[config.mk]
export PLATFORM = sky130hd
export DESIGN_NAME = roundKeyStore
export DESIGN_NICKNAME = d
export VERILOG_FILES = /design/src/hw/aesPkg.sv /design/src/hw/roundKeyStore.sv
export VERILOG_INCLUDE_DIRS = /design/src /design/src/hw
export SDC_FILE = /design/constraint.sdc
export NUM_CORES = 2
export LEC_CHECK = 0
export BUFFER_PORTS_ARGS = -buffer_cell sky130_fd_sc_hd__buf_2
export CAP_MARGIN = 20
export CORE_MARGIN = 3
export CORE_UTILIZATION = 55
export CTS_BUF_LIST = sky130_fd_sc_hd__clkbuf_8
export CTS_CLUSTER_SIZE = 28
export DETAILED_ROUTE_END_ITERATION = 10
export MAX_ROUTING_LAYER = met4
export PLACE_DENSITY = 0.72
export SLEW_MARGIN = 20
export SYNTH_ARGS = -nofsm -noshare
export SYNTH_HDL_FRONTEND = slang
export SYNTH_SLANG_ARGS = --single-unit
export TNS_END_PERCENT = 1
[constraint.sdc]
create_clock -name clk -period 62.9 [get_ports clk]
set_input_delay 3.145 -clock clk [delete_from_list [all_inputs] [get_ports clk]]
set_output_delay 3.145 -clock clk [all_outputs]
set_load 0.01 [all_outputs]
[src/hw/aes_config.svh]
`ifndef AES_CONFIG_SVH
`define AES_CONFIG_SVH

// Data path sizes
`define AES_BLOCK_BITS 128
`define AES_KEY_BITS 128

// Rounds for a 128-bit key with one more round key than rounds
`define AES_ROUNDS 10

// Low byte of x^8 + x^4 + x^3 + x + 1
`define AES_GF_POLY 8'h1b

`endif
[src/hw/aesPkg.sv]
`include "aes_config.svh"

package aesPkg;

    // One state byte
    typedef logic [7:0] byteT;

    // One key-schedule column
    typedef logic [31:0] wordT;

    // Full state or round key
    typedef logic [`AES_BLOCK_BITS-1:0] blockT;

    // Round index, 0 to 10
    typedef logic [3:0] roundIdxT;

    typedef enum logic [1:0] {
        sIdle,
        sExpand,
        sRound,
        sDone
    } aesStateT;

endpackage

[src/hw/roundKeyStore.sv]
`timescale 1ns/1ns
`include "aes_config.svh"

module roundKeyStore
    import aesPkg::*;
(
    input  logic     clk,
    input  logic     rst,
    input  logic     keyWrite,
    input  roundIdxT keyWriteIdx,
    input  blockT    keyWriteData,
    input  roundIdxT roundIdx,
    output blockT    roundKey
);

    localparam roundIdxT LastKey = `AES_ROUNDS;

    blockT keys [0:`AES_ROUNDS];

    always_ff @(posedge clk or posedge rst) begin
        if (rst) begin
            keys <= '{default: '0};
        end else if (keyWrite && (keyWriteIdx <= LastKey)) begin
            keys[keyWriteIdx] <= keyWriteData;
        end
    end

    // Indexes past the last key read as zero
    assign roundKey = (roundIdx <= LastKey) ? keys[roundIdx] : '0;

endmodule

# --- Word level (Yosys, flattened, before mapping) ---
# Cells that the tools add are included.
# Widths: inputs -> output; s select.
classes:
  bitwise: 2
  n_lt_le_gt_ge: 5
  muxes: 7
  n_reduce_logical: 2
ops:
  columns: ["operator", "n"]
  rows:
  - ["$bwmux 1408", 1]
  - ["$bmux 128 s4", 1]
  - ["$demux 128 s4", 1]
  - ["$mux 128", 4]
  - ["$ge 5x5->1 const B", 2]
  - ["$not 4->5", 2]
  - ["$le 4x4->1 const B", 2]
  - ["$lt 5x1->1 const B", 1]
  - ["$logic_and 1x1->1", 2]
word_totals:
  output_inout_bits: 128
  regBits: 1408

# --- Logic depth before layout (Yosys ltp) ---
depth:
  depth_word: 6
  mapped_depth: 8

# --- Worst setup path after synthesis ---
# Ideal clock, no wire load.
synth_path:
  path_type: "input-to-output"
  startpoint: "input roundIdx[0]"
  endpoint: "output roundKey[0]"
  n_path_buf: 2
  setup_slack_ps: 55277
  path_stages: 5
  t_arrival_ps: 4478
  cell_sequence: "buf_6 > buf_2 > mux4_2 > nand2b_1 > a22o_1"
synth_between:
  elab_chain_cells: 5
  word_cells_on_any_way: 6
  cone_classes: "1 x order compare; 4 x mux; 1 x bitwise"
synth_lines:
  columns: ["element", "line", "text"]
  rows:
  - ["start, declared", "roundKeyStore.sv:12", "input roundIdxT roundIdx,"]
  - ["$not 4->5 (implied by the code)", "roundKeyStore.sv:29", "assign roundKey = (roundIdx <= LastKey) ? keys[roundIdx] : '0;"]
  - ["$bmux 128 s4", "roundKeyStore.sv:29", null]
  - ["$mux 128 (implied by the code) (2 in a row)", "roundKeyStore.sv:29", null]
  - ["$mux 128 *", "roundKeyStore.sv:29", null]
  - ["end, declared", "roundKeyStore.sv:13", "output blockT roundKey"]
# Mark *: on every way between the ends. The rest lies on a longest branch, timed or not. The select of a mux whose other input is x is not followed.

# --- Final worst setup path ---
layout_path:
  startpoint: "input roundIdx[0]"
  endpoint: "output roundKey[11]"
# Same word-level chain as after synthesis.

==> impl_results.md <==
- Status: finished, final reports clean
- First-pass GRT wire length: 244,000 µm
- Power Density: 34.37 nW/µm²
- WL/cell: 25.50 µm
- # hold bufs at CTS: 0
- Row count: approximately 130
- Worst slew margin: 0.2249
- CTS buffer count: ~230
- Total grt overflow: 0
- Postcts setup bufs: 0
- Area contributors post-synth: dfrtp_1, mux2_2, mux2i_1
- Share of layout cells above drive strength 1: 0.4708
- Synth Area in Adders: 0
- Placed cell area: 66,190 µm²
- Post-synthesis sequential area ratio: 0.5460
- Vias in the first global route: ~40,000
- Hold Path Class: flip-flop to flip-flop
- Global-route usage over all layers: 0.2682
- Placed Cells: 5,719
- Synth Instances: ~4,300
- Sum Neg Setup Slack: 0 ns
- DP HPWL: ~83,000 µm
- Synth Register Bits: approximately 1,400
- Largest net degree at the start of global routing: 178
- Detail Route Antenna Nets: 0
- Setup crit start kind: input port
- Die width: roughly 350 µm
- Worst skew pair latency: 0.90 ns
- Final #Nets: 4,561
- Critical path data required time: 59.76 ns
- Top flop regs: keys (1408)
- Final Hold Fails: 0
- VDD IR max: around 21 µV
- Total die area: around 120,000 µm²
- Design area: between 70,000 and 80,000 µm²
- Syn nets: roughly 4,500
- Top reg by flops: keys
- RD Place Congestion: 0.7417
- Final core occ: 0.6085
- Synth top area share: 0.5460
- Post-synthesis area per instance: 14.95 µm²
- Kind of critical path: input port to primary output
- Clock transition at the registers of the reported paths: roughly 0.05 ns
- Synth Area in Simple Gates: 0.01441
- TritonRoute pass-1 iters: 5
- Worst slew pin tran: approximately 1.2 ns
- IO Count: roughly 270
- Yosys warns: 0
- Fmax: between 100 and 150 MHz
- Height of the die: 348.5 µm
- Hold WS: between 0.4 and 0.5 ns
- Minimum clock period: around 9.6 ns
- Yosys top cell by area: dfrtp_1
- WL final: ~160,000 µm
- Post-Synthesis Cell Area: around 65,000 µm²
- Area share of xor/xnor cells in the synthesized design: 0
- Synthesis-to-finish area growth: 9.724%
- Period utilization: 0.1525
- Clk sink count: roughly 1,400
- Vias: between 30,000 and 40,000
- Clk buf depth: 3
- Compound-gate portion of the synthesized area: 0.05425
- Mux contribution to synthesized area: 0.3499
- Max reg flops: approximately 1,400
- CTS HTree Levels: 4
- DRC viols: 0
- Initial core utilization: 0.5546
- Worst EP arrival: ~6.5 ns
- Final setup skew: 0 ns
- Max-capacitance violation count: 0
- Distinct cells, synth: 25
- Number of antenna violations at the first check in global routing: 31
- Port bufs: ~270
- CTS tree: built
- CTS resizes: 0
- Largest family of logic cells by synthesized area: multiplexers
- Detailed Route Iter0 Violations: around 2,500
- Area of the core: about 120,000 µm²
- Final std cells w/o fill: ~6,100
- Slew Limit Fails: 0
- Unrepaired setup endpoints after global routing: false
- CP endpoint kind: primary output
- Root buf cell: clkbuf_8
- CP max FO: 54
- Static Leakage: 31.89 nW
- Final setup vio count: 0
- Vias/cell: about 6
cells by family (layout without fill, tap and decap cells):
group           count (synthesis)  after routing
mux                          1920           1920
flops                        1408           1408
buf+inv                       454            732
compound gates                385            385
simple gates                  149            149
other cells                     0             25
layer usage:
| layer | vias up | share of wire | GRT usage |
|---|---|---|---|
| li1 | 16280 | - | - |
| met1 | 20190 | 0.44 | 0.3539 |
| met2 | 847 | 0.49 | 0.4286 |
| met3 | 230 | 0.050 | 0.04703 |
| met4 | 0 | 0.022 | 0.08106 |
| met5 | - | 0 | - |
cell usage in the layout, fill, tap and decap left out:
cell type   synthesis  final
a22o_1            128    128
buf_2             212    262
inv_8               0      4
mux2_1             61     61
buf_4               8     57
mux2_2           1347   1347
buf_6              38      1
a221oi_1          108    108
nand2b_1          132    130
clkinvlp_4          0      2
inv_6               0      4
nand2_4             0      1
and2b_4             0      2
clkinv_2            0     20
nor3b_2             1      1
nand3b_1            3      3
bufinv_16           0      3
mux2i_1           384    384
clkbuf_8            0    291
mux4_2            128    128
inv_1               2     79
a221oi_2           20     20
dfrtp_1          1408   1408
nor2_1              6      1
buf_12              0      7
a211oi_4            0      1
buf_8               0      2
and3_4              0      1
or3_4               0      1
nand2_1             2      1
o2bb2ai_1         128    128
nand2b_4            0      2
nor2_4              1      6
diode_2             0     25
where the power goes:
| part | switching (W) | leakage (nW) | internal, W |
|---|---|---|---|
| combinational | 0.000174 | 12.0 | 0.000259 |
| clock | 0.000362 | 2.65 | 0.000422 |
| sequential | 0.000101 | 17.3 | 0.00112 |
| total | 0.000636 | 31.9 | 0.00180 |
worst paths after layout:
check | startpoint | end | slack [ns] | depth (start not counted)
setup / recovery | roundIdx[0] | roundKey[11] | 53.31 | 7
hold / removal | keys[334]$_DFFE_PP0P_ | keys[334]$_DFFE_PP0P_ | 0.49 | 1
max in group asynchronous | rst | keys[580]$_DFFE_PP0P_ | 54.76 | 8
setup reg to reg | keys[348]$_DFFE_PP0P_ | keys[348]$_DFFE_PP0P_ | 62.09 | 1
hold reg to reg | keys[334]$_DFFE_PP0P_ | keys[334]$_DFFE_PP0P_ | 0.49 | 1
min in group asynchronous | rst | keys[862]$_DFFE_PP0P_ | 2.38 | 2
Yosys cell counts (all sizes together):
master and number:
dfrtp 1408, mux2 1408, mux2i 384, buf 270
clkbuf 182, nand2b 132, a221oi 128, a22o 128
mux4 128, o2bb2ai 128, nor2 7, nand3b 3
and2b 2, inv 2, nand2 2, a211oi 1
and3 1, nor3b 1, or3 1
worst max-delay path, stage by stage:
cell and delay (ns):
buf_8 0.36, buf_4 0.79, buf_4 0.80, mux4_2 0.60, nand2b_1 0.15, a22o_1 0.31, buf_2 0.17
cell type report:
| cell class | instances | area (µm²) |
|---|---|---|
| fill | 9047 | 45560 |
| sequential | 1408 | 35230 |
| multi-input combinational | 2454 | 27090 |
| clock buffer | 289 | 3978 |
| timing repair buffer | 331 | 1948 |
| tap | 1524 | 1907 |
| clock inverter | 110 | 566.8 |
| antenna | 25 | 62.56 |
| inverter | 2 | 15.01 |
through the flow:
step,setup WS (ns),total power (W)
floorplan,20.05,0.001568
global placement,53.31,0.001648
detailed placement,53.32,0.001670
CTS,53.32,0.002458
global route,53.19,0.002562
finish,53.31,0.002433
No activity file was read; power rests on OpenSTA's default activity.
