`src/hw/aes_config.svh`:
```
`ifndef AES_CONFIG_SVH
`define AES_CONFIG_SVH

// Data path sizes
`define AES_BLOCK_BITS 128
`define AES_KEY_BITS 128

// Rounds for a 128-bit key with one more round key than rounds
`define AES_ROUNDS 10

// Low byte of x^8 + x^4 + x^3 + x + 1
`define AES_GF_POLY 8'h1b

`endif
```
`src/hw/aesPkg.sv`:
```
`include "aes_config.svh"

package aesPkg;

    // One state byte
    typedef logic [7:0] byteT;

    // One key-schedule column
    typedef logic [31:0] wordT;

    // Full state or round key
    typedef logic [`AES_BLOCK_BITS-1:0] blockT;

    // Round index, 0 to 10
    typedef logic [3:0] roundIdxT;

    typedef enum logic [1:0] {
        sIdle,
        sExpand,
        sRound,
        sDone
    } aesStateT;

endpackage

```
`src/hw/aesController.sv`:
```
`timescale 1ns/1ns
`include "aes_config.svh"

module aesController
    import aesPkg::*;
(
    input  logic     clk,
    input  logic     rst,
    input  logic     start,
    input  logic     decrypt,
    input  blockT    dataIn,
    input  logic     expandDone,
    input  blockT    roundOut,
    output logic     expandStart,
    output roundIdxT roundIdx,
    output logic     firstStep,
    output blockT    stateOut,
    output logic     decryptMode,
    output logic     ready,
    output logic     done
);

    localparam roundIdxT LastRound = `AES_ROUNDS;

    aesStateT state;
    roundIdxT stepCount;
    blockT    stateReg;
    logic     accept;

    assign ready  = (state == sIdle) || (state == sDone);
    assign done   = (state == sDone);
    assign accept = ready && start;

    // Expansion starts on the same edge that accepts the request
    assign expandStart = accept;

    assign firstStep = (state == sRound) && (stepCount == '0);

    // Decryption walks the round keys backwards
    assign roundIdx = decryptMode ? (LastRound - stepCount) : stepCount;

    assign stateOut = stateReg;

    always_ff @(posedge clk or posedge rst) begin
        if (rst) begin
            state       <= sIdle;
            stepCount   <= '0;
            decryptMode <= 1'b0;
            stateReg    <= '0;
        end else begin
            case (state)
                sIdle, sDone: begin
                    if (accept) begin
                        state       <= sExpand;
                        stepCount   <= '0;
                        decryptMode <= decrypt;
                        stateReg    <= dataIn;
                    end else begin
                        state <= sIdle;
                    end
                end
                sExpand: begin
                    if (expandDone) state <= sRound;
                end
                sRound: begin
                    stateReg <= roundOut;
                    if (stepCount == LastRound) begin
                        state <= sDone;
                    end else begin
                        stepCount <= stepCount + roundIdxT'(1);
                    end
                end
                default: begin
                    state <= sIdle;
                end
            endcase
        end
    end

endmodule

```
`config.mk`:
```
export PLATFORM = sky130hd
export DESIGN_NAME = aesController
export DESIGN_NICKNAME = d
export VERILOG_FILES = /design/src/hw/aesPkg.sv /design/src/hw/aesController.sv
export VERILOG_INCLUDE_DIRS = /design/src /design/src/hw
export SDC_FILE = /design/constraint.sdc
export NUM_CORES = 1
export LEC_CHECK = 0
export BUFFER_PORTS_ARGS = -buffer_cell sky130_fd_sc_hd__buf_2
export CORE_AREA = 2 2 157 159
export CTS_BUF_LIST = sky130_fd_sc_hd__clkbuf_4 sky130_fd_sc_hd__clkbuf_8
export DETAILED_ROUTE_END_ITERATION = 16
export DIE_AREA = 0 0 159 161
export PLACE_DENSITY_LB_ADDON = 0.3
export SLEW_MARGIN = 0
export SYNTH_ARGS = -nofsm -noshare
export SYNTH_HDL_FRONTEND = slang
export SYNTH_SLANG_ARGS = --single-unit
export TNS_END_PERCENT = 100
```
`constraint.sdc`:
```
create_clock -name clk -period 5.15 [get_ports clk]
set_input_delay 0.515 -clock clk [delete_from_list [all_inputs] [get_ports clk]]
set_output_delay 0.515 -clock clk [all_outputs]
set_load 0.05 [all_outputs]
```
# [Word level (Yosys, flattened, before mapping)]
# Index checks and enable logic that the tools add are counted.
[classes] n_addsub=2 eq_ne=8 mux=10 n_reduce_logical=11
[op_table] op="$pmux 128 s2" count=1
[op_table] op="$mux 128" count=1
[op_table] op="$mux 4" count=3
[op_table] op="$pmux 4 s2" count=1
[op_table] op="$ne 2x2->1 const B" count=3
[op_table] op="$pmux 2 s3" count=1
[op_table] op="$reduce_and 2->1" count=3
[op_table] op="$add 4x1->4 const B" count=1
[op_table] op="$eq 2x2->1 const B" count=2
[op_table] op="$eq 4x4->1 const B" count=1
[op_table] op="$logic_not 4->1" count=1
[op_table] op="$mux 2" count=2
[op_table] op="$sub 4x4->4 const A" count=1
[op_table] op="$reduce_and 3->1" count=1
[op_table] op="$eq 2x1->1 const B" count=1
[op_table] op="$logic_and 1x1->1" count=2
[op_table] op="$logic_not 2->1" count=1
[op_table] op="$ne 2x1->1 const B" count=1
[op_table] op="$reduce_bool 2->1" count=1
[op_table] op="$reduce_or 2->1" count=1
[op_table] op="$logic_or 1x1->1" count=1
[op_table] op="$mux 1" count=1
[word_totals] register_bits=135 input_bits=261 output_inout_bits=137

# [Longest topological paths before layout]
# Gate-level depths: netlist (run 1).
[logic_depth] depth_word=5 mapped_depth=9 depth_no_buf=5

# [Worst setup path after synthesis (run 1)]
# OpenSTA, ideal clock, no wires.
[synth_path] path_type="register to output" from="register state[0]" to="output port firstStep" t_arrival_ps=2215 t_required_ps=4635 setup_slack_ps=2420 stages_incl_launch_ff=8 cell_sequence="dfrtp_1 -> inv_1 -> ha_1 -> buf_2 -> buf_4 -> buf_2 -> nand2_1 -> nor3_1"
[synth_between] elab_chain_len=2
[synth_lines] item="start: declaration" line_no="aesController.sv:25" source="aesStateT state;"
[synth_lines] item="start signal: assignment" line_no="aesController.sv:46" source="state <= sIdle;"
[synth_lines] item="start signal: assignment" line_no="aesController.sv:54" source="state <= sExpand;"
[synth_lines] item="start signal: assignment" line_no="aesController.sv:59" source="state <= sIdle;"
[synth_lines] item="$eq 2x2->1" line_no="aesController.sv:37" source="assign firstStep = (state == sRound) && (stepCount == '0);"
[synth_lines] item="$logic_and 1x1->1" line_no="aesController.sv:37"
[synth_lines] item="end: declaration" line_no="aesController.sv:16" source="output logic firstStep,"
# No other way between the ends.

# [Worst setup path after layout (run 1)]
# Ends and elaborated chain as after synthesis.

==> results.sh, run 1 <==
export IMPL_drive_above_1_share_pct=43.99
export IMPL_ys_top_cells_by_area="dfrtp_1, mux2i_1, o21ai_1, nand2_1, buf_6"
export IMPL_rows=57
export IMPL_arrival_ps=2170
export IMPL_setup_slack_ps=2469
export IMPL_dpl_cell_area_sq_um=8573
export IMPL_cp_cell_sequence="inv_1 -> ha_4 -> nand2_1 -> nor3_1 -> buf_2"
export IMPL_overflow=0
export IMPL_reg2reg_to="stateOut[75]$_DFFE_PP0P_"
export IMPL_max_freq_mhz=372.9
export IMPL_powerDensity_nw_per_um2=842.6
export IMPL_netlist_instances=609
export IMPL_critPathCaptureType="primary output"
export IMPL_ir_worst_vdd_uv=324.9
export IMPL_dr_first_iter_drc_count=194
export IMPL_drt_total_wl_microns=18480
export IMPL_grt_max_degree=97
export IMPL_die_area_sq_um=25600
export IMPL_hold_buffers=0
export IMPL_cts_buffers=17
export IMPL_avgSynthCellArea_sq_um=10.54
export IMPL_wire_per_inst_microns=13.98
export IMPL_slew_viol_final=0
export IMPL_power_switching_mw=4.125
export IMPL_relSlewSlack_pct=35.23
export IMPL_area_growth_pct=40.83
export IMPL_port_buffers=397
export IMPL_seq_area_frac_synth_pct=52.62
export IMPL_slowest_delay_ps=600
export IMPL_htreeDepth=4
export IMPL_synth_top_area_share_pct=52.62
export IMPL_startpoint="state[0]$_DFFE_PP0P_"
export IMPL_setup_tns_ps=0
export IMPL_synth_seq_cells=135
export IMPL_synth_top_area_cell="dfrtp_1"
export IMPL_holdWs_ps=266.8
export IMPL_cp_endpoint="firstStep"
export IMPL_firstDrtPassIters=4
export IMPL_worst_r2r_path_depth=5
export IMPL_num_nets_final=1254
export IMPL_clk_latency_ps=430
export IMPL_die_w_microns=159
export IMPL_grt_pass1_vias=5500
export IMPL_hold_class="input pin to asynchronous set/reset pin"
export IMPL_yosysWarningCount=0
export IMPL_nFillCells=2498
export IMPL_rsz0062_at_grt="false"
export IMPL_root_buffer="clkbuf_8"
export IMPL_dpl_worst_slack_ps=2531
export IMPL_clkTransAtPathRegs_ps=80
export IMPL_clock_path_buffers=2
export IMPL_placed_cells=1292
export IMPL_finalSetupViolCount=0
export IMPL_final_hold_violation_count=0
export IMPL_power_frac_clock_pct=13.8
export IMPL_die_h_microns=161
export IMPL_outcome="completed"
export IMPL_syn_num_nets=876
export IMPL_n_antenna_cell=0
export IMPL_fin_util_pct=37.73
export IMPL_vias=5551
export IMPL_grt_usage_pct=14.41
export IMPL_stdcell_count=1322
export IMPL_internal_power_mw=3.493
export IMPL_p_total_mw=7.618
export IMPL_startpoint_type="flip-flop"
export IMPL_period_share_pct=52.07
export IMPL_p_comb_share_pct=61.4
export IMPL_critical_path_class="flip-flop to primary output"
export IMPL_clock_sinks=135
export IMPL_core_area_sq_um=23960
export IMPL_seq_power_share_pct=24.8
export IMPL_hpwl_microns=14080
export IMPL_finalCriticalPeriod_ps=2681
export IMPL_place_congestion=0.7857
export IMPL_viasPerCell=4.199
export IMPL_tritoncts="built"
export IMPL_ys_types=25
export IMPL_io_pins=398
export IMPL_netlist_area_sq_um=6420
export IMPL_start_util_pct=26.79
export IMPL_cts_resized=0
export IMPL_clock_skew_ps=11.70
export IMPL_grt_pass1_wl_microns=29050
export IMPL_drc=0
export IMPL_crit_required_ps=4640
export IMPL_r2r_start="state[0]$_DFFE_PP0P_"
export IMPL_power_switching_share_pct=54.15
export IMPL_reg2reg_slack_ps=2550
export IMPL_cp_max_fo=44
export IMPL_worst_pin_slew_ps=971.6
export IMPL_antenna_found_initial=1
export IMPL_power_leakage_nw=4.684
export IMPL_final_antenna_net_count=0
export IMPL_post_cts_buffers=0
export IMPL_slowest_stage="ha_4"
export IMPL_maxCapViolCount=0
export IMPL_design_area_sq_um=9041
==> flip-flops by register name (all words and copies together), names as in the netlist <==
name	flops
stepCount	4
decryptMode	1
stateOut	128
state	2
==> kinds of logic (layout without fill, tap and decap cells) <==
logic type / after synthesis / in the layout / share of synthesized area [%]
and+or+nand+nor: 142 / 142 / 8.575
AOI/OAI and AO/OA: 139 / 139 / 11.17
DFF: 135 / 135 / 52.62
muxes: 133 / 133 / 20.97
buffers and inverters: 52 / 441 / 5.223
adders and majority gates: 6 / 6 / 1.169
xor gates and xnor gates: 2 / 2 / 0.2729
==> placed cells by master (no fill, tap or decap), types with 3 or more instances in the layout <==
master / instances
dfrtp_1: 135
buf_4: 7
inv_1: 6
o21ai_1: 110
ha_1: 5
clkbuf_8: 17
o21ai_0: 20
mux2i_1: 130
buf_2: 397
o22ai_1: 3
nand2_1: 134
a41o_1: 3
bufinv_16: 6
==> cells in the mapped netlist (all sizes together) <==
master	instances
a211oi	1
clkbuf	12
nor2	1
ha	6
nand4	1
xnor2	2
nand2	134
nor2b	2
inv	7
and3	1
a21oi	2
and2	1
nand3b	1
nor3	1
dfrtp	135
mux2i	131
a41o	3
o21ai	130
buf	33
o22ai	3
mux2	2
==> area by class of cell <==
cell class | instances | area [sq um] | share of cell area [%]
Clock buffer | 18 | 241.5 | 2.671
Clock inverter | 12 | 226.5 | 2.505
Inverter | 7 | 31.28 | 0.3460
Multi-Input combinational cell | 422 | 2719 | 30.07
Sequential cell | 135 | 3378 | 37.37
Tap cell | 324 | 405.4 | 4.484
Timing Repair Buffer | 404 | 2039 | 22.56
==> layer usage <==
metal	wire (microns)	vias up	GRT usage, %	part of all wire, %
li1	-	2837	-	-
met1	7653	2453	17.40	41
met2	9101	243	24.23	49
met3	1408	18	4.648	7.6
met4	316	0	5.124	1.7
met5	0	-	0	0
==> power by group through the flow <==
stage	registers, mW	clock network (mW)	logic, mW
6_report	1.89	1.05	4.68
5_1_grt	1.96	1.16	5.06
3_5_place_dp	1.91	0	4.77
4_1_cts	1.90	1.10	4.76
3_3_place_gp	1.90	0	4.70
2_1_floorplan	3.65	0	2.10
==> critical path, delay by kind of cell (launching register included) <==
| kind | cells | cell delay (ps) |
|---|---|---|
| adders and majority gates | 1 | 600 |
| buffers and inverters | 2 | 430 |
| DFF | 1 | 400 |
| and+or+nand+nor | 2 | 300 |
==> how the worst min path moves through the flow <==
stage	start	to	slack, ps	cells after the start
after floorplan	stepCount[2]$_DFFE_PP0P_	stepCount[2]$_DFFE_PP0P_	540	1
after global placement	stateOut[25]$_DFFE_PP0P_	stateOut[25]$_DFFE_PP0P_	460	2
after detailed placement	stateOut[30]$_DFFE_PP0P_	stateOut[30]$_DFFE_PP0P_	470	2
after CTS	rst	stateOut[72]$_DFFE_PP0P_	270	2
after global routing	decrypt	decryptMode$_DFFE_PP0P_	280	2
final	rst	stateOut[59]$_DFFE_PP0P_	270	2
No activity file was read; power rests on OpenSTA's default activity.
==> inputs of run 2 (changes only) <==
- clock period: 5.15 -> 2.65 ns (I/O delays scaled with it)
==> run 2 against run 1 <==
Against the previous run: final area is 0.42% higher; die area is the same; final cell count up 0.98%; power is 92% higher; critical path type unchanged.
==> results.sh, run 2 (synthesis gave the netlist of run 1 again) <==
export IMPL_hpwl_microns=14190
export IMPL_startpoint_type="flip-flop"
export IMPL_slew_viol_final=0
export IMPL_relSlewSlack_pct=48.04
export IMPL_fin_util_pct=37.89
export IMPL_setup_slack_ps=485.2
export IMPL_reg2reg_slack_ps=760
export IMPL_cts_resized=0
export IMPL_wire_per_inst_microns=14.10
export IMPL_grt_max_degree=136
export IMPL_clock_path_buffers=2
export IMPL_cts_buffers=17
export IMPL_worst_pin_slew_ps=779.4
export IMPL_drc=0
export IMPL_cp_max_fo=24
export IMPL_clock_skew_ps=12.89
export IMPL_area_growth_pct=41.41
export IMPL_die_h_microns=161
export IMPL_final_antenna_net_count=0
export IMPL_grt_pass1_wl_microns=29820
export IMPL_finalCriticalPeriod_ps=2165
export IMPL_viasPerCell=4.245
export IMPL_crit_required_ps=2380
export IMPL_grt_pass1_vias=5755
export IMPL_reg2reg_to="stateOut[13]$_DFFE_PP0P_"
export IMPL_max_freq_mhz=461.9
export IMPL_die_area_sq_um=25600
export IMPL_overflow=0
export IMPL_hold_class="input pin to asynchronous set/reset pin"
export IMPL_antenna_found_initial=0
export IMPL_start_util_pct=26.79
export IMPL_rows=57
export IMPL_critPathCaptureType="primary output"
export IMPL_grt_usage_pct=14.67
export IMPL_dr_first_iter_drc_count=220
export IMPL_outcome="completed"
export IMPL_clkTransAtPathRegs_ps=80
export IMPL_port_buffers=397
export IMPL_post_cts_buffers=0
export IMPL_root_buffer="clkbuf_8"
export IMPL_largest_reg_flops=128
export IMPL_powerDensity_nw_per_um2=1610
export IMPL_setup_tns_ps=0
export IMPL_ir_worst_vdd_uv=704.2
export IMPL_n_antenna_cell=0
export IMPL_arrival_ps=1900
export IMPL_core_area_sq_um=23960
export IMPL_r2r_start="state[0]$_DFFE_PP0P_"
export IMPL_final_common_cell="buf_2"
export IMPL_dpl_worst_slack_ps=766.8
export IMPL_worst_r2r_path_depth=5
export IMPL_maxCapViolCount=0
export IMPL_num_nets_final=1265
export IMPL_firstDrtPassIters=4
export IMPL_io_pins=398
export IMPL_htreeDepth=4
export IMPL_holdWs_ps=18.19
export IMPL_multi_input_area_sq_um=2719
export IMPL_clk_latency_ps=430
export IMPL_critical_path_class="flip-flop to primary output"
export IMPL_rsz0062_at_grt="false"
export IMPL_drive_above_1_share_pct=44.71
export IMPL_drt_total_wl_microns=18830
export IMPL_tritoncts="built"
export IMPL_clock_sinks=135
export IMPL_vias=5667
export IMPL_power_leakage_nw=4.716
export IMPL_period_share_pct=81.69
export IMPL_final_hold_violation_count=0
export IMPL_finalSetupViolCount=0
export IMPL_hold_buffers=0
export IMPL_regArea_sq_um=3378
export IMPL_nFillCells=2528
export IMPL_die_w_microns=159
export IMPL_final_cell_mix="buf_2, dfrtp_1, nand2_1, mux2i_1, o21ai_1"
export IMPL_place_congestion=0.7568
## run 2: cell count changes in the layout (fill, tap and decap cells not counted)
cell	previous run	this run
inv_6	2	7
clkbuf_8	17	18
clkinv_2	1	2
buf_4	7	13
clkinv_4	2	4
bufinv_16	6	0
buf_12	0	5
clkbuf_4	1	0
## run 2: routing by layer
layer / vias to the layer above / wire length [microns] / GRT usage, %
li1: 2875 / - / -
met1: 2511 / 7874 / 17.40
met2: 255 / 9207 / 25.18
met3: 26 / 1316 / 4.237
met4: 0 / 426 / 5.785
met5: - / 0 / 0
## run 2: report_power, final
part	switching (mW)	total [mW]	internal (mW)	leakage, nW
combinational	6.75	9.36	2.61	2.87
sequential	0.529	3.66	3.14	1.66
clock	0.901	1.60	0.696	0.186
total	8.18	14.6	6.44	4.72
## run 2: worst max path at each step
stage / depth (start not counted) / startpoint / endpoint / slack [ps]
after detailed placement: 5 / state[0]$_DFFE_PP0P_ / stateOut[13]$_DFFE_PP0P_ / 770
after global routing: 5 / state[0]$_DFFE_PP0P_ / firstStep / 350
after floorplan: 7 / state[0]$_DFFE_PP0P_ / firstStep / 170
after global placement: 5 / state[0]$_DFFE_PP0P_ / stateOut[13]$_DFFE_PP0P_ / 790
final: 5 / state[0]$_DFFE_PP0P_ / firstStep / 490
after CTS: 5 / state[0]$_DFFE_PP0P_ / firstStep / 390
## run 2: cell type report
| type | instances | area share, % |
|---|---|---|
| timing repair buffer | 415 | 24.06 |
| tap | 324 | 4.465 |
| clock inverter | 14 | 1.254 |
| clock buffer | 18 | 2.729 |
| sequential | 135 | 37.21 |
| inverter | 7 | 0.3308 |
| multi-input combinational | 422 | 29.95 |
## run 2: stage by stage
step,cells,cell area (sq um),power [mW]
floorplan,609,6424,11.17
global placement,1303,8717,13.09
detailed placement,1303,8717,13.19
CTS,1335,9079,14.84
global route,1335,9079,15.66
finish,1335,9079,14.62
## run 2: worst max-delay path, cell delays in order, from the launching register on
cell and delay [ps]:
dfrtp_1 410, inv_1 130, ha_4 390, nand2_1 80, nor3_1 170, buf_2 300
==> inputs of run 3 (changes only) <==
- clock period: 2.65 -> 1.9 ns (I/O delays scaled with it)
==> run 3 against run 2 <==
Against the previous run: final cell count is 2.9% higher; combinational power rose by 47%; clock power is 42% higher; critical endpoint is now stateOut[103]$_DFFE_PP0P_.
==> results.sh, run 3 (synthesis gave the netlist of run 1 again) <==
export IMPL_outcome="completed"
export IMPL_clock_path_buffers=2
export IMPL_finalCriticalPeriod_ps=1800
export IMPL_rows=57
export IMPL_num_nets_final=1304
export IMPL_max_freq_mhz=555.5
export IMPL_final_cell_mix="buf_2, nand2_1, dfrtp_1, mux2i_1, o21ai_1"
export IMPL_die_area_sq_um=25600
export IMPL_hold_class="input pin to flip-flop"
export IMPL_grt_pass1_vias=5893
export IMPL_worst_pin_slew_ps=416.5
export IMPL_dr_wl_met3_microns=1247
export IMPL_drt_total_wl_microns=19720
export IMPL_antenna_found_initial=0
export IMPL_cts_buffers=17
export IMPL_clk_latency_ps=420
export IMPL_viasPerCell=4.279
export IMPL_core_area_sq_um=23960
export IMPL_relSlewSlack_pct=72.24
export IMPL_n_antenna_cell=0
export IMPL_slowest_delay_ps=380
export IMPL_overflow=0
export IMPL_port_buffers=397
export IMPL_cp_max_fo=53
export IMPL_clock_sinks=135
export IMPL_start_util_pct=26.79
export IMPL_place_congestion=0.7920
export IMPL_top_layer_used="met4"
export IMPL_cp_cell_sequence="inv_1 -> ha_4 -> mux2i_4 -> buf_4 -> buf_8 -> o21ai_1"
export IMPL_setup_tns_ps=0
export IMPL_final_antenna_net_count=0
export IMPL_grt_max_degree=107
export IMPL_htreeDepth=4
export IMPL_firstDrtPassIters=4
export IMPL_drive_above_1_share_pct=45.05
export IMPL_clock_skew_ps=8.355
export IMPL_hpwl_microns=14830
export IMPL_crit_required_ps=2200
export IMPL_vias=5879
export IMPL_met2_length_microns=9671
export IMPL_die_w_microns=159
export IMPL_grt_usage_pct=14.95
export IMPL_area_growth_pct=48.66
export IMPL_powerDensity_nw_per_um2=2221
export IMPL_critical_path_class="flip-flop to flip-flop"
export IMPL_root_buffer="clkbuf_8"
export IMPL_fin_util_pct=39.83
export IMPL_tritoncts="built"
export IMPL_final_hold_violation_count=0
export IMPL_arrival_ps=2100
export IMPL_dr_first_iter_drc_count=203
export IMPL_slowest_stage="dfrtp_1"
export IMPL_io_pins=398
export IMPL_startpoint_type="flip-flop"
export IMPL_largest_reg_flops=128
export IMPL_slew_viol_final=0
export IMPL_drc=0
export IMPL_finalSetupViolCount=0
export IMPL_die_h_microns=161
export IMPL_wl_met1_microns=8229
export IMPL_critPathCaptureType="flip-flop"
export IMPL_rsz0062_at_grt="true"
export IMPL_final_common_cell="buf_2"
export IMPL_p_total_mw=21.20
export IMPL_clkTransAtPathRegs_ps=80
export IMPL_grt_pass1_wl_microns=30440
export IMPL_period_share_pct=94.74
export IMPL_power_leakage_nw=4.902
export IMPL_ir_worst_vdd_uv=973.0
export IMPL_wire_per_inst_microns=14.35
export IMPL_maxCapViolCount=0
## run 3: what timing repair did
item,CTS,global route
setup endpoints to repair,2,21
hold buffers,21,3
cloned,0,2
setup buffers,2,3
hold endpoints to repair,150,3
gates resized for setup,4,14
## run 3: path summary, 6_finish.rpt
kind	slack (ps)	endpoint	startpoint	cells past startpoint
setup / recovery	100	stateOut[103]$_DFFE_PP0P_	state[0]$_DFFE_PP0P_	6
hold reg to reg	480	stateOut[18]$_DFFE_PP0P_	stateOut[18]$_DFFE_PP0P_	2
min in group asynchronous	430	stateOut[74]$_DFFE_PP0P_	rst	4
hold / removal	40	stateOut[102]$_DFFE_PP0P_	dataIn[102]	3
max in group asynchronous	1070	stepCount[0]$_DFFE_PP0P_	rst	4
setup reg to reg	100	stateOut[103]$_DFFE_PP0P_	state[0]$_DFFE_PP0P_	6
## run 3: metal layers
layer	GRT usage (%)	up-vias
met1	17.94	2646
li1	-	2945
met5	0	-
met2	25.40	255
met4	6.240	0
met3	4.135	33
## run 3: per-stage QoR
stage	std cells	hold slack, ps	instance area (sq um)	setup WS [ps]
2_1_floorplan	609	341.7	6449	30.84
3_3_place_gp	1311	344.2	8827	177.6
3_5_place_dp	1311	349.0	8827	123.0
4_1_cts	1366	0.0006384	9433	10.29
5_1_grt	1374	0.8867	9544	-31.93
6_report	1374	39.29	9544	99.96
## run 3: area by class of cell
class,count,area (sq um)
Multi-Input combinational cell,422,2735
Sequential cell,135,3381
Fill cell,2475,14420
Clock inverter,13,123.9
Tap cell,324,405.4
Inverter,7,30.03
Timing Repair Buffer,454,2620
Clock buffer,19,249.0
## run 3: critical path, delay by kind of cell, from the launching register on
family | cells | cell delay, ps
DFF | 1 | 380
adders and majority gates | 1 | 310
muxes | 1 | 280
buffers and inverters | 3 | 570
AOI/OAI and AO/OA | 1 | 120
## run 3: where the power goes
group	leakage, nW	total [mW]	switching [mW]	internal, mW
registers	1.65	5.12	0.746	4.38
logic	3.08	13.8	9.67	4.13
clock network	0.172	2.28	1.20	1.08
